$ cat config.mk
export PLATFORM = sky130hd
export DESIGN_NAME = spi_boot
export DESIGN_NICKNAME = d
export VERILOG_FILES = /design/src/boot_pkg.sv /design/src/spi_boot.sv /design/src/boot_ctrl.sv /design/src/fpga_cfg.sv /design/src/sd_reader.sv /design/src/spi_master.sv
export SDC_FILE = /design/constraint.sdc
export NUM_CORES = 1
export LEC_CHECK = 0
export BUFFER_PORTS_ARGS = -buffer_cell sky130_fd_sc_hd__buf_2
export CORE_MARGIN = 10
export CORE_UTILIZATION = 40
export CTS_CLUSTER_SIZE = 25
export DETAILED_ROUTE_END_ITERATION = 6
export RECOVER_POWER = 50
export SYNTH_ARGS = -nofsm -noshare
export SYNTH_HDL_FRONTEND = slang
export SYNTH_HIERARCHICAL = 1
export SYNTH_SLANG_ARGS = --single-unit
$ cat constraint.sdc
create_clock -name clk_i -period 4.4 [get_ports clk_i]
set_input_delay 0.22 -clock clk_i [delete_from_list [all_inputs] [get_ports clk_i]]
set_output_delay 0.22 -clock clk_i [all_outputs]
set_load 0.01 [all_outputs]
$ cat src/boot_pkg.sv
package boot_pkg;

   ////////////////////////////////////////////////////////////////////////////
   // Image geometry and serial clock
   ////////////////////////////////////////////////////////////////////////////
   localparam int BLOCK_BYTES = 512;                      // One card block
   localparam int IMG_BLOCKS  = 4;                        // Blocks per image
   localparam int IMG_BYTES   = BLOCK_BYTES * IMG_BLOCKS; // 2048
   localparam int SPI_DIV     = 2;                        // Sys clocks per half SCK
   localparam int DUMMY_BYTES = 10;                       // 80 clocks at power-up
   localparam int CNT_W       = $clog2(BLOCK_BYTES);      // Byte counter width
   localparam int BLK_W       = $clog2(IMG_BLOCKS);       // Block counter width
   localparam int DIV_W       = $clog2(SPI_DIV);          // Prescaler width

   ////////////////////////////////////////////////////////////////////////////
   // Card command set and response codes
   ////////////////////////////////////////////////////////////////////////////
   localparam logic [5:0] CMD0        = 6'd0;   // GO_IDLE_STATE
   localparam logic [5:0] CMD1        = 6'd1;   // SEND_OP_COND
   localparam logic [5:0] CMD17       = 6'd17;  // READ_SINGLE_BLOCK
   localparam logic [6:0] CRC_CMD0    = 7'h4A;  // Only CRC the card checks
   localparam logic [6:0] CRC_NONE    = 7'h7F;  // Ignored once in SPI mode
   localparam logic [7:0] TOKEN_START = 8'hFE;  // Data start token
   localparam logic [7:0] R1_IDLE     = 8'h01;  // In idle state
   localparam logic [7:0] R1_READY    = 8'h00;  // Init done, no error
   localparam logic [7:0] IDLE_BYTE   = 8'hFF;  // Line high, no response

   // 48-bit command frame, built by fields, shifted out by bytes
   typedef union packed {
      struct packed {
         logic [1:0]  st;    // Start bit 0, transmit bit 1
         logic [5:0]  idx;   // Command index
         logic [31:0] arg;   // Byte address for CMD17
         logic [6:0]  crc;
         logic        stop;  // Always 1
      } f;
      logic [5:0][7:0] b;    // b[5] goes out first
   } sd_cmd_u;

   typedef struct packed {
      logic       valid;
      logic       last;      // Final byte of the image
      logic [7:0] data;
   } byte_strm_t;

   typedef struct packed {
      logic       valid;     // Held until acknowledged
      logic [1:0] idx;       // Image number on the card
   } img_req_t;

endpackage
$ cat src/spi_boot.sv
`timescale 1ns/1ps

module spi_boot import boot_pkg::*; (
   input  logic clk_i,
   input  logic rst_i,
   // Card side
   output logic spi_clk_o,
   output logic spi_cs_n_o,
   input  logic spi_data_in_i,
   output logic spi_data_out_o,
   // Data port
   input  logic start_i,
   input  logic mode_i,
   output logic detached_o,
   input  logic dat_done_i,
   // FPGA side
   output logic config_n_o,
   input  logic cfg_init_n_i,
   input  logic cfg_done_i,
   output logic cfg_clk_o,
   output logic cfg_dat_o
);

   img_req_t   req;                   // Controller to reader
   logic       req_ack;
   byte_strm_t strm;                  // Reader to shifter
   logic       strm_ready;
   logic       strm_done;
   logic       load_cfg;
   logic       xfer_start;            // Reader to SPI master
   logic       cs_assert;
   logic [7:0] tx_byte;
   logic [7:0] rx_byte;
   logic       xfer_done;

   boot_ctrl u_ctrl (
      .clk_i, .rst_i, .start_i, .mode_i, .dat_done_i, .cfg_done_i,
      .strm_done_i(strm_done), .req_o(req), .req_ack_i(req_ack),
      .load_cfg_o(load_cfg), .detached_o);

   sd_reader u_reader (
      .clk_i, .rst_i, .req_i(req), .req_ack_o(req_ack), .strm_o(strm),
      .strm_ready_i(strm_ready), .xfer_start_o(xfer_start), .cs_assert_o(cs_assert),
      .tx_byte_o(tx_byte), .rx_byte_i(rx_byte), .xfer_done_i(xfer_done));

   spi_master u_spi (
      .clk_i, .rst_i, .start_i(xfer_start), .cs_assert_i(cs_assert),
      .tx_byte_i(tx_byte), .rx_byte_o(rx_byte), .done_o(xfer_done),
      .spi_clk_o, .spi_cs_n_o, .spi_data_out_o, .spi_data_in_i);

   fpga_cfg u_cfg (
      .clk_i, .rst_i, .load_cfg_i(load_cfg), .strm_i(strm), .strm_ready_o(strm_ready),
      .strm_done_o(strm_done), .config_n_o, .cfg_init_n_i, .cfg_clk_o, .cfg_dat_o);

endmodule

$ cat src/boot_ctrl.sv
`timescale 1ns/1ps

module boot_ctrl import boot_pkg::*; (
   input  logic     clk_i,
   input  logic     rst_i,
   input  logic     start_i,
   input  logic     mode_i,           // 0 reconfigure, 1 data image
   input  logic     dat_done_i,
   input  logic     cfg_done_i,
   input  logic     strm_done_i,
   output img_req_t req_o,
   input  logic     req_ack_i,
   output logic     load_cfg_o,       // Pulse, program sequence first
   output logic     detached_o
);

   typedef enum logic [1:0] {B_CFG, B_ACK, B_WAIT, B_IDLE} state_e;

   state_e     state_q;
   logic       dat_mode_q;            // Image goes to the requester
   logic [1:0] dat_idx_q;             // Next data image on the card
   logic       strm_end_q;            // Last byte left the shifter
   logic       done_q;                // Requester said done

   always_ff @(posedge clk_i) begin
      load_cfg_o <= 1'b0;
      if (rst_i) begin
         state_q     <= B_CFG;        // Configure right after reset
         req_o.valid <= 1'b0;
         dat_mode_q  <= 1'b0;
         dat_idx_q   <= 2'd1;         // Image 0 holds the bitstream
         strm_end_q  <= 1'b0;
         done_q      <= 1'b0;
         detached_o  <= 1'b0;
      end else begin
         case (state_q)
            B_CFG: begin
               req_o      <= '{valid: 1'b1, idx: 2'd0};
               load_cfg_o <= 1'b1;
               dat_mode_q <= 1'b0;
               state_q    <= B_ACK;
            end
            B_ACK:
               if (req_ack_i) begin
                  req_o.valid <= 1'b0;
                  strm_end_q  <= 1'b0;
                  done_q      <= 1'b0;
                  state_q     <= B_WAIT;
               end
            B_WAIT: begin
               if (strm_done_i)
                  strm_end_q <= 1'b1;
               if (dat_done_i)
                  done_q <= 1'b1;     // May come as a short pulse
               // cfg_done_i is a level, only trusted after the stream ends
               if (strm_end_q && (dat_mode_q ? done_q : cfg_done_i)) begin
                  detached_o <= 1'b1;
                  state_q    <= B_IDLE;
               end
            end
            default:
               if (start_i) begin
                  detached_o <= 1'b0;
                  if (mode_i) begin
                     req_o      <= '{valid: 1'b1, idx: dat_idx_q};
                     dat_idx_q  <= dat_idx_q + 1'b1;
                     dat_mode_q <= 1'b1;
                     state_q    <= B_ACK;
                  end else begin
                     state_q <= B_CFG;      // Reload bitstream
                  end
               end
         endcase
      end
   end

endmodule

$ cat src/fpga_cfg.sv
`timescale 1ns/1ps

module fpga_cfg import boot_pkg::*; (
   input  logic       clk_i,
   input  logic       rst_i,
   input  logic       load_cfg_i,     // Start a program sequence
   input  byte_strm_t strm_i,
   output logic       strm_ready_o,
   output logic       strm_done_o,    // Pulse after last byte shifted
   output logic       config_n_o,     // PROG_B
   input  logic       cfg_init_n_i,
   output logic       cfg_clk_o,      // CCLK, also data mode clock
   output logic       cfg_dat_o
);

   typedef enum logic [1:0] {F_RUN, F_PROG, F_INIT} state_e;

   state_e     state_q;
   logic [2:0] cnt_q;                 // Pulse length, then bit index
   logic       busy_q;
   logic       last_q;                // Current byte ends the image
   logic [7:0] sh_q;

   assign strm_ready_o = (state_q == F_RUN) && !busy_q;

   always_ff @(posedge clk_i) begin
      strm_done_o <= 1'b0;
      if (rst_i) begin
         state_q    <= F_RUN;
         cnt_q      <= '0;
         busy_q     <= 1'b0;
         config_n_o <= 1'b1;
         cfg_clk_o  <= 1'b0;
      end else if (load_cfg_i) begin
         state_q    <= F_PROG;
         cnt_q      <= '0;            // Counts the cycles held low
         busy_q     <= 1'b0;
         config_n_o <= 1'b0;
         cfg_clk_o  <= 1'b0;
      end else begin
         case (state_q)
            F_PROG: begin
               cnt_q <= cnt_q + 1'b1;
               if (cnt_q == 3'd7) begin   // 8 cycles low
                  config_n_o <= 1'b1;
                  state_q    <= F_INIT;
               end
            end
            F_INIT:
               if (cfg_init_n_i)          // FPGA cleared its memory
                  state_q <= F_RUN;
            default:
               if (strm_i.valid && strm_ready_o) begin
                  busy_q    <= 1'b1;
                  cnt_q     <= '0;
                  sh_q      <= strm_i.data;
                  cfg_dat_o <= strm_i.data[7];  // MSB first, clock low
                  last_q    <= strm_i.last;
               end else if (busy_q) begin
                  cfg_clk_o <= ~cfg_clk_o;
                  if (cfg_clk_o) begin           // Clock falls, next bit
                     cnt_q     <= cnt_q + 1'b1;
                     sh_q      <= {sh_q[6:0], 1'b0};
                     cfg_dat_o <= sh_q[6];
                     if (cnt_q == 3'd7) begin
                        busy_q      <= 1'b0;
                        strm_done_o <= last_q;
                     end
                  end
               end
         endcase
      end
   end

   // No CCLK edge while the FPGA is held in program
   assert property (@(posedge clk_i) disable iff (rst_i) $rose(cfg_clk_o) |-> config_n_o)
      else $error("fpga_cfg: cfg_clk_o pulsed with config_n_o low");

endmodule

$ cat src/sd_reader.sv
`timescale 1ns/1ps

module sd_reader import boot_pkg::*; (
   input  logic       clk_i,
   input  logic       rst_i,
   input  img_req_t   req_i,
   output logic       req_ack_o,      // One cycle
   output byte_strm_t strm_o,
   input  logic       strm_ready_i,
   output logic       xfer_start_o,
   output logic       cs_assert_o,
   output logic [7:0] tx_byte_o,
   input  logic [7:0] rx_byte_i,
   input  logic       xfer_done_i
);

   typedef enum logic [2:0] {
      S_DUMMY, S_CMD, S_RESP, S_READY, S_TOKEN, S_DATA, S_CRC
   } state_e;

   state_e           state_q;
   logic             wait_q;          // Byte in flight on the SPI master
   logic [CNT_W-1:0] cnt_q;           // Byte index inside the phase
   logic [BLK_W-1:0] blk_q;           // Block inside the image
   sd_cmd_u          cmd_q;           // Frame being sent or answered

   function automatic sd_cmd_u make_cmd(input logic [5:0] idx, input logic [31:0] arg);
      sd_cmd_u c;
      c.f.st   = 2'b01;
      c.f.idx  = idx;
      c.f.arg  = arg;
      c.f.crc  = (idx == CMD0) ? CRC_CMD0 : CRC_NONE;
      c.f.stop = 1'b1;
      return c;
   endfunction

   always_ff @(posedge clk_i) begin
      xfer_start_o <= 1'b0;
      req_ack_o    <= 1'b0;
      if (rst_i) begin
         state_q      <= S_DUMMY;
         wait_q       <= 1'b0;
         cnt_q        <= '0;
         blk_q        <= '0;
         cs_assert_o  <= 1'b0;       // Dummy clocks with CS high
         strm_o.valid <= 1'b0;
      end else if (state_q == S_READY) begin
         if (req_i.valid) begin
            req_ack_o   <= 1'b1;
            cmd_q       <= make_cmd(CMD17, 32'(req_i.idx) * 32'(IMG_BYTES));
            blk_q       <= '0;
            cs_assert_o <= 1'b1;
            state_q     <= S_CMD;
         end
      end else if (strm_o.valid) begin     // Card clock paused here
         if (strm_ready_i) begin
            strm_o.valid <= 1'b0;
            cnt_q        <= cnt_q + 1'b1;  // Wraps to 0 after the block
            if (cnt_q == CNT_W'(BLOCK_BYTES - 1))
               state_q <= S_CRC;
         end
      end else if (!wait_q) begin          // Launch next byte
         xfer_start_o <= 1'b1;
         wait_q       <= 1'b1;
         tx_byte_o    <= (state_q == S_CMD) ? cmd_q.b[3'd5 - cnt_q[2:0]] : IDLE_BYTE;
      end else if (xfer_done_i) begin
         wait_q <= 1'b0;
         //////////////////////////////////////////////////////////////////////
         // Byte finished, act on it
         //////////////////////////////////////////////////////////////////////
         case (state_q)
            S_DUMMY: begin
               cnt_q <= cnt_q + 1'b1;
               if (cnt_q == CNT_W'(DUMMY_BYTES - 1)) begin
                  cnt_q       <= '0;
                  cmd_q       <= make_cmd(CMD0, '0);
                  cs_assert_o <= 1'b1;
                  state_q     <= S_CMD;
               end
            end
            S_CMD: begin
               cnt_q <= cnt_q + 1'b1;
               if (cnt_q == CNT_W'(5)) begin
                  cnt_q   <= '0;
                  state_q <= S_RESP;
               end
            end
            S_RESP: if (rx_byte_i != IDLE_BYTE) begin
               state_q <= S_CMD;               // Same frame again unless moved on
               case (cmd_q.f.idx)
                  CMD0:
                     if (rx_byte_i == R1_IDLE)
                        cmd_q <= make_cmd(CMD1, '0);
                  CMD1:
                     if (rx_byte_i == R1_READY) begin
                        cs_assert_o <= 1'b0;   // Card up, release it
                        state_q     <= S_READY;
                     end
                  default:
                     if (rx_byte_i == R1_READY)
                        state_q <= S_TOKEN;
               endcase
            end
            S_TOKEN:
               if (rx_byte_i == TOKEN_START)
                  state_q <= S_DATA;
            S_DATA: begin
               strm_o.valid <= 1'b1;
               strm_o.data  <= rx_byte_i;
               strm_o.last  <= (blk_q == BLK_W'(IMG_BLOCKS - 1)) &&
                               (cnt_q == CNT_W'(BLOCK_BYTES - 1));
            end
            S_CRC: begin
               cnt_q <= cnt_q + 1'b1;
               if (cnt_q[0]) begin             // Second CRC byte dropped
                  cnt_q   <= '0;
                  blk_q   <= blk_q + 1'b1;
                  cmd_q   <= make_cmd(CMD17, cmd_q.f.arg + 32'(BLOCK_BYTES));
                  state_q <= S_CMD;
                  if (blk_q == BLK_W'(IMG_BLOCKS - 1)) begin
                     cs_assert_o <= 1'b0;
                     state_q     <= S_READY;
                  end
               end
            end
            default: ;
         endcase
      end
   end

   // Byte must hold while the shifter is busy
   assert property (@(posedge clk_i) disable iff (rst_i)
      strm_o.valid && !strm_ready_i |=>
         strm_o.valid && $stable(strm_o.data) && $stable(strm_o.last))
      else $error("sd_reader: stream byte changed under back-pressure");

endmodule

$ cat src/spi_master.sv
`timescale 1ns/1ps

module spi_master import boot_pkg::*; (
   input  logic       clk_i,
   input  logic       rst_i,
   input  logic       start_i,        // One byte, ignored while busy
   input  logic       cs_assert_i,    // Hold card selected
   input  logic [7:0] tx_byte_i,
   output logic [7:0] rx_byte_o,
   output logic       done_o,         // Pulse, rx_byte_o valid
   output logic       spi_clk_o,      // Mode 0, idles low
   output logic       spi_cs_n_o,
   output logic       spi_data_out_o,
   input  logic       spi_data_in_i
);

   logic             busy_q;
   logic [DIV_W-1:0] div_q;           // Half-period prescaler
   logic [3:0]       half_q;          // 16 half periods per byte
   logic [7:0]       sh_q;            // Tx leaves at top, rx enters at bottom
   logic             miso_q;          // Bit caught on rising SCK
   logic             tick;            // SCK edge this cycle

   assign tick           = busy_q && (div_q == DIV_W'(SPI_DIV - 1));
   assign rx_byte_o      = sh_q;
   assign spi_data_out_o = sh_q[7];   // MSB first

   always_ff @(posedge clk_i) begin
      done_o <= 1'b0;
      if (rst_i) begin
         busy_q     <= 1'b0;
         div_q      <= '0;
         half_q     <= '0;
         spi_clk_o  <= 1'b0;
         spi_cs_n_o <= 1'b1;          // Card released
      end else begin
         spi_cs_n_o <= ~cs_assert_i;
         if (start_i) begin
            busy_q <= 1'b1;
            div_q  <= '0;
            half_q <= '0;
            sh_q   <= tx_byte_i;      // Bit 7 on the line before first rise
         end else if (busy_q) begin
            div_q <= tick ? '0 : div_q + 1'b1;
            if (tick) begin
               spi_clk_o <= ~spi_clk_o;
               half_q    <= half_q + 1'b1;
               if (!spi_clk_o)
                  miso_q <= spi_data_in_i;       // Rising edge, sample
               else
                  sh_q <= {sh_q[6:0], miso_q};   // Falling edge, shift
               if (half_q == 4'd15) begin        // Last falling edge
                  busy_q <= 1'b0;
                  done_o <= 1'b1;
               end
            end
         end
      end
   end

   // Reader must wait for done before the next byte
   assert property (@(posedge clk_i) disable iff (rst_i) start_i |-> !busy_q)
      else $error("spi_master: start while a byte is in flight");

endmodule

==> results.md <==
* Outcome: complete, but fails checks
* Failing checks: capacitance limit, slew limit
* Vias at ~4100
* N_diodes at 0
* Post-synth design cell area at 5810 um^2
* Worst Max-Slew Pin Slew at about 2.1 ns
* Top Ports at 15
* Final Max Tran Viols at between 40 and 50
* CTS H-tree lvls at 3
* Share of the synthesized area in the top cell type at 0.321
* HP Start: spi_data_in_i
* Top FF cell, synth: edfxtp_1
* Slowest-stage cell, CP: dfxtp_1
* Rows at 43
* Via/cell ratio at roughly 5.5
* CTS tree: done
* Antenna-violating nets left at 0
* Buffers added on ports at 14
* Sum of negative setup slack at 0 ns
* Post-Synthesis Cells at 547
* Die area at 19700 um^2
* #FFs+latches synth at roughly 110
* Nets at around 580
* HP Class: primary input to flop
* Post-cts hold buffer count at 0
* Post-synthesis sequential area ratio at 0.483
* Vias in the first global route at between 3000 and 4000
* Initial antenna violation count at 0
* Startpoint types: flop
* Die X at between 100 and 150 um
* Crit share post-route at 0.716
* CTS root buffer: clkbuf_16
* Clk pin slew, worst setup/hold paths at approximately 0.070 ns
* Critical Path End Type: flop
* Critical path's largest stage delay at between 0.9 and 1 ns
* Area contributors post-synth: edfxtp_1 32%, dfxtp_1 16%, ha_1 4.3%
* Worst-Skew Late Latency at about 0.35 ns
* Core Util, Final at 0.445
* Post-synth ARST share at 0
* Post-synth EDFFs at 62
* Worst relative slew slack at -0.379
* Syn nets at about 580
* Area leader, netlist: edfxtp_1
* Starting Density at 0.414
* Kind of critical path: flop to flop
* Most frequent CP cell: ha_1
* Drt drc at 0
* Max Freq at roughly 320 MHz
* First-pass GRT wire length at approximately 20000 um
* Final wirelength at 11800 um
* R2r worst-path depth at 10
* Hold Vio Cnt, Final at 0
* Syn. warnings at 6
* Synth unique cells at between 80 and 90
* Gates resized, CTS repair at 0
* Gp weighted congestion at approximately 0.84
* DR iter-0 viols at ~340
* Post CTS Setup Buffer Count at 0
* RSZ-0062 raised after global routing: no
* DRT Pass-1 Iters at 4
* CP cell instances: ha_1, nand3_1, nor2_1, and3_1, ha_1, a21boi_0, a2111oi_4, a31oi_2, o21ai_1, a21oi_2
* Max_cap viols at 1
* Leakage Power at roughly 2 nW
* P per Cell Area at about 370 nW/um^2
* Largest net degree at the start of global routing at 43
* Req. time, crit path at 4.55 ns
* Core area at around 14000 um^2
* Crit path DAT at 3.30 ns
* Worst vdd ir at approximately 230 uV
* Die height at about 140 um
* Clock Tree Buf Depth at 2
* Proportion of layout cells with a drive suffix above 1 at 0.124
* Post-DP HPWL at 8320 um
* Area Overhead vs Synth at 7.63%
* CTS sink count at about 110
* Total Routing Usage GR at 0.120
* RR Startpoint: u_reader/cnt_q[0]
* Most frequent cell after synthesis: edfxtp_1
* Clk_skew at between 0.005 and 0.006 ns
* GRT overflow at 0
* Setup crit start: u_reader/cnt_q[0]
* Mean post-synth cell area at between 10 and 15 um^2
* Total clock buffers created by CTS at 9
* Crit path max fanout at 25
* Hold-critical path depth at 1
* Min cycle time layout at approximately 3.2 ns
* Final setup viols at 0
* Commonest cells in the synthesized netlist: 62 x edfxtp_1, 50 x nor2_1, 47 x dfxtp_1
* WL per Instance at between 15 and 20 um
## path summary, 6_finish.rpt
path / endpoint / slack (ns)
setup / recovery: u_reader/state_q[1] / 1.25
hold / removal: u_spi/miso_q / 0.05
setup reg to reg: u_reader/state_q[1] / 1.25
hold reg to reg: u_cfg/last_q / 0.42
## critical path: cells and delay by family, from the launching register on
kind | cells | cell delay (ns)
AOI/OAI and AO/OA | 5 | 1.02
DFF | 1 | 0.92
and+or+nand+nor | 3 | 0.52
adders and majority gates | 2 | 0.50
## flip-flops by register name (all words and copies together), names as in the netlist, 2 cells and up
register	flops
u_reader/tx_byte_o	8
u_cfg/cnt_q	3
u_reader/cmd_q	25
u_cfg/sh_q	7
u_reader/blk_q	2
u_spi/half_q	4
u_cfg/state_q	2
u_reader/cnt_q	9
u_reader/strm_o	10
u_reader/state_q	3
u_spi/rx_byte_o	8
u_ctrl/req_o	3
u_ctrl/state_q	2
u_ctrl/dat_idx_q	2
## routing by layer
layer / share of wire / GRT usage / wire length [um]
met5: 0 / 0 / 0
met4: 0.011 / 0.0457 / 125
met3: 0.035 / 0.0243 / 406
met2: 0.48 / 0.185 / 5620
met1: 0.48 / 0.162 / 5600
## cells by family (layout without fill, tap and decap cells)
family	Yosys count	after routing	synth area share
AND/OR/NAND/NOR	210	210	0.209
AO/OA/AOI/OAI	120	120	0.146
XOR/XNOR	22	22	0.0332
buffers and inverters	40	49	0.0345
adder cells (fa/ha/maj)	20	20	0.0431
multiplexers	26	26	0.0509
flip-flops	109	109	0.483
## power by group
part / internal (mW) / leakage (nW) / switching, mW / total, mW
Sequential: 1.12 / 0.925 / 0.0530 / 1.17
Combinational: 0.137 / 0.986 / 0.180 / 0.317
Clock: 0.447 / 0.144 / 0.376 / 0.823
## cells in the final DEF, fill, tap and decap left out, types with 8 or more instances in the layout
cell       Yosys  layout
edfxtp_1      62      62
nor2_1        50      50
dfxtp_1       47      47
nand2_1       41      42
a21oi_1       36      36
ha_1          20      20
o21ai_0       19      19
xor2_1        17      17
inv_1         16      16
nand3_1       15      15
nor3_1        13      13
mux2_2        12      12
mux2i_1       10      10
clkbuf_16      0       9
clkbuf_1       7       9
nor2b_1        8       8
a21o_1         8       8
nor4_1         7       8
nand4_1        8       8
o21ai_1        8       8
## through the flow
stage	setup slack, ns	hold slack (ns)	std cells	area (um^2)	power, mW
finish	1.25	0.0467	736	6250	2.31
CTS	1.33	0.0345	736	6300	2.35
floorplan	0.618	0.289	547	5810	1.44
global route	1.02	0.0371	736	6250	2.43
global placement	1.52	0.401	720	6000	1.50
detailed placement	1.36	0.401	720	6000	1.52
## final cells by class
class	count	area, um^2
Fill cell	1313	7790
Sequential cell	109	2800
Multi-Input combinational cell	398	2780
Clock buffer	10	229
Tap cell	180	225
Timing Repair Buffer	17	80.1
Clock inverter	6	68.8
Inverter	16	60.1
(Power assumes the default switching activity.)
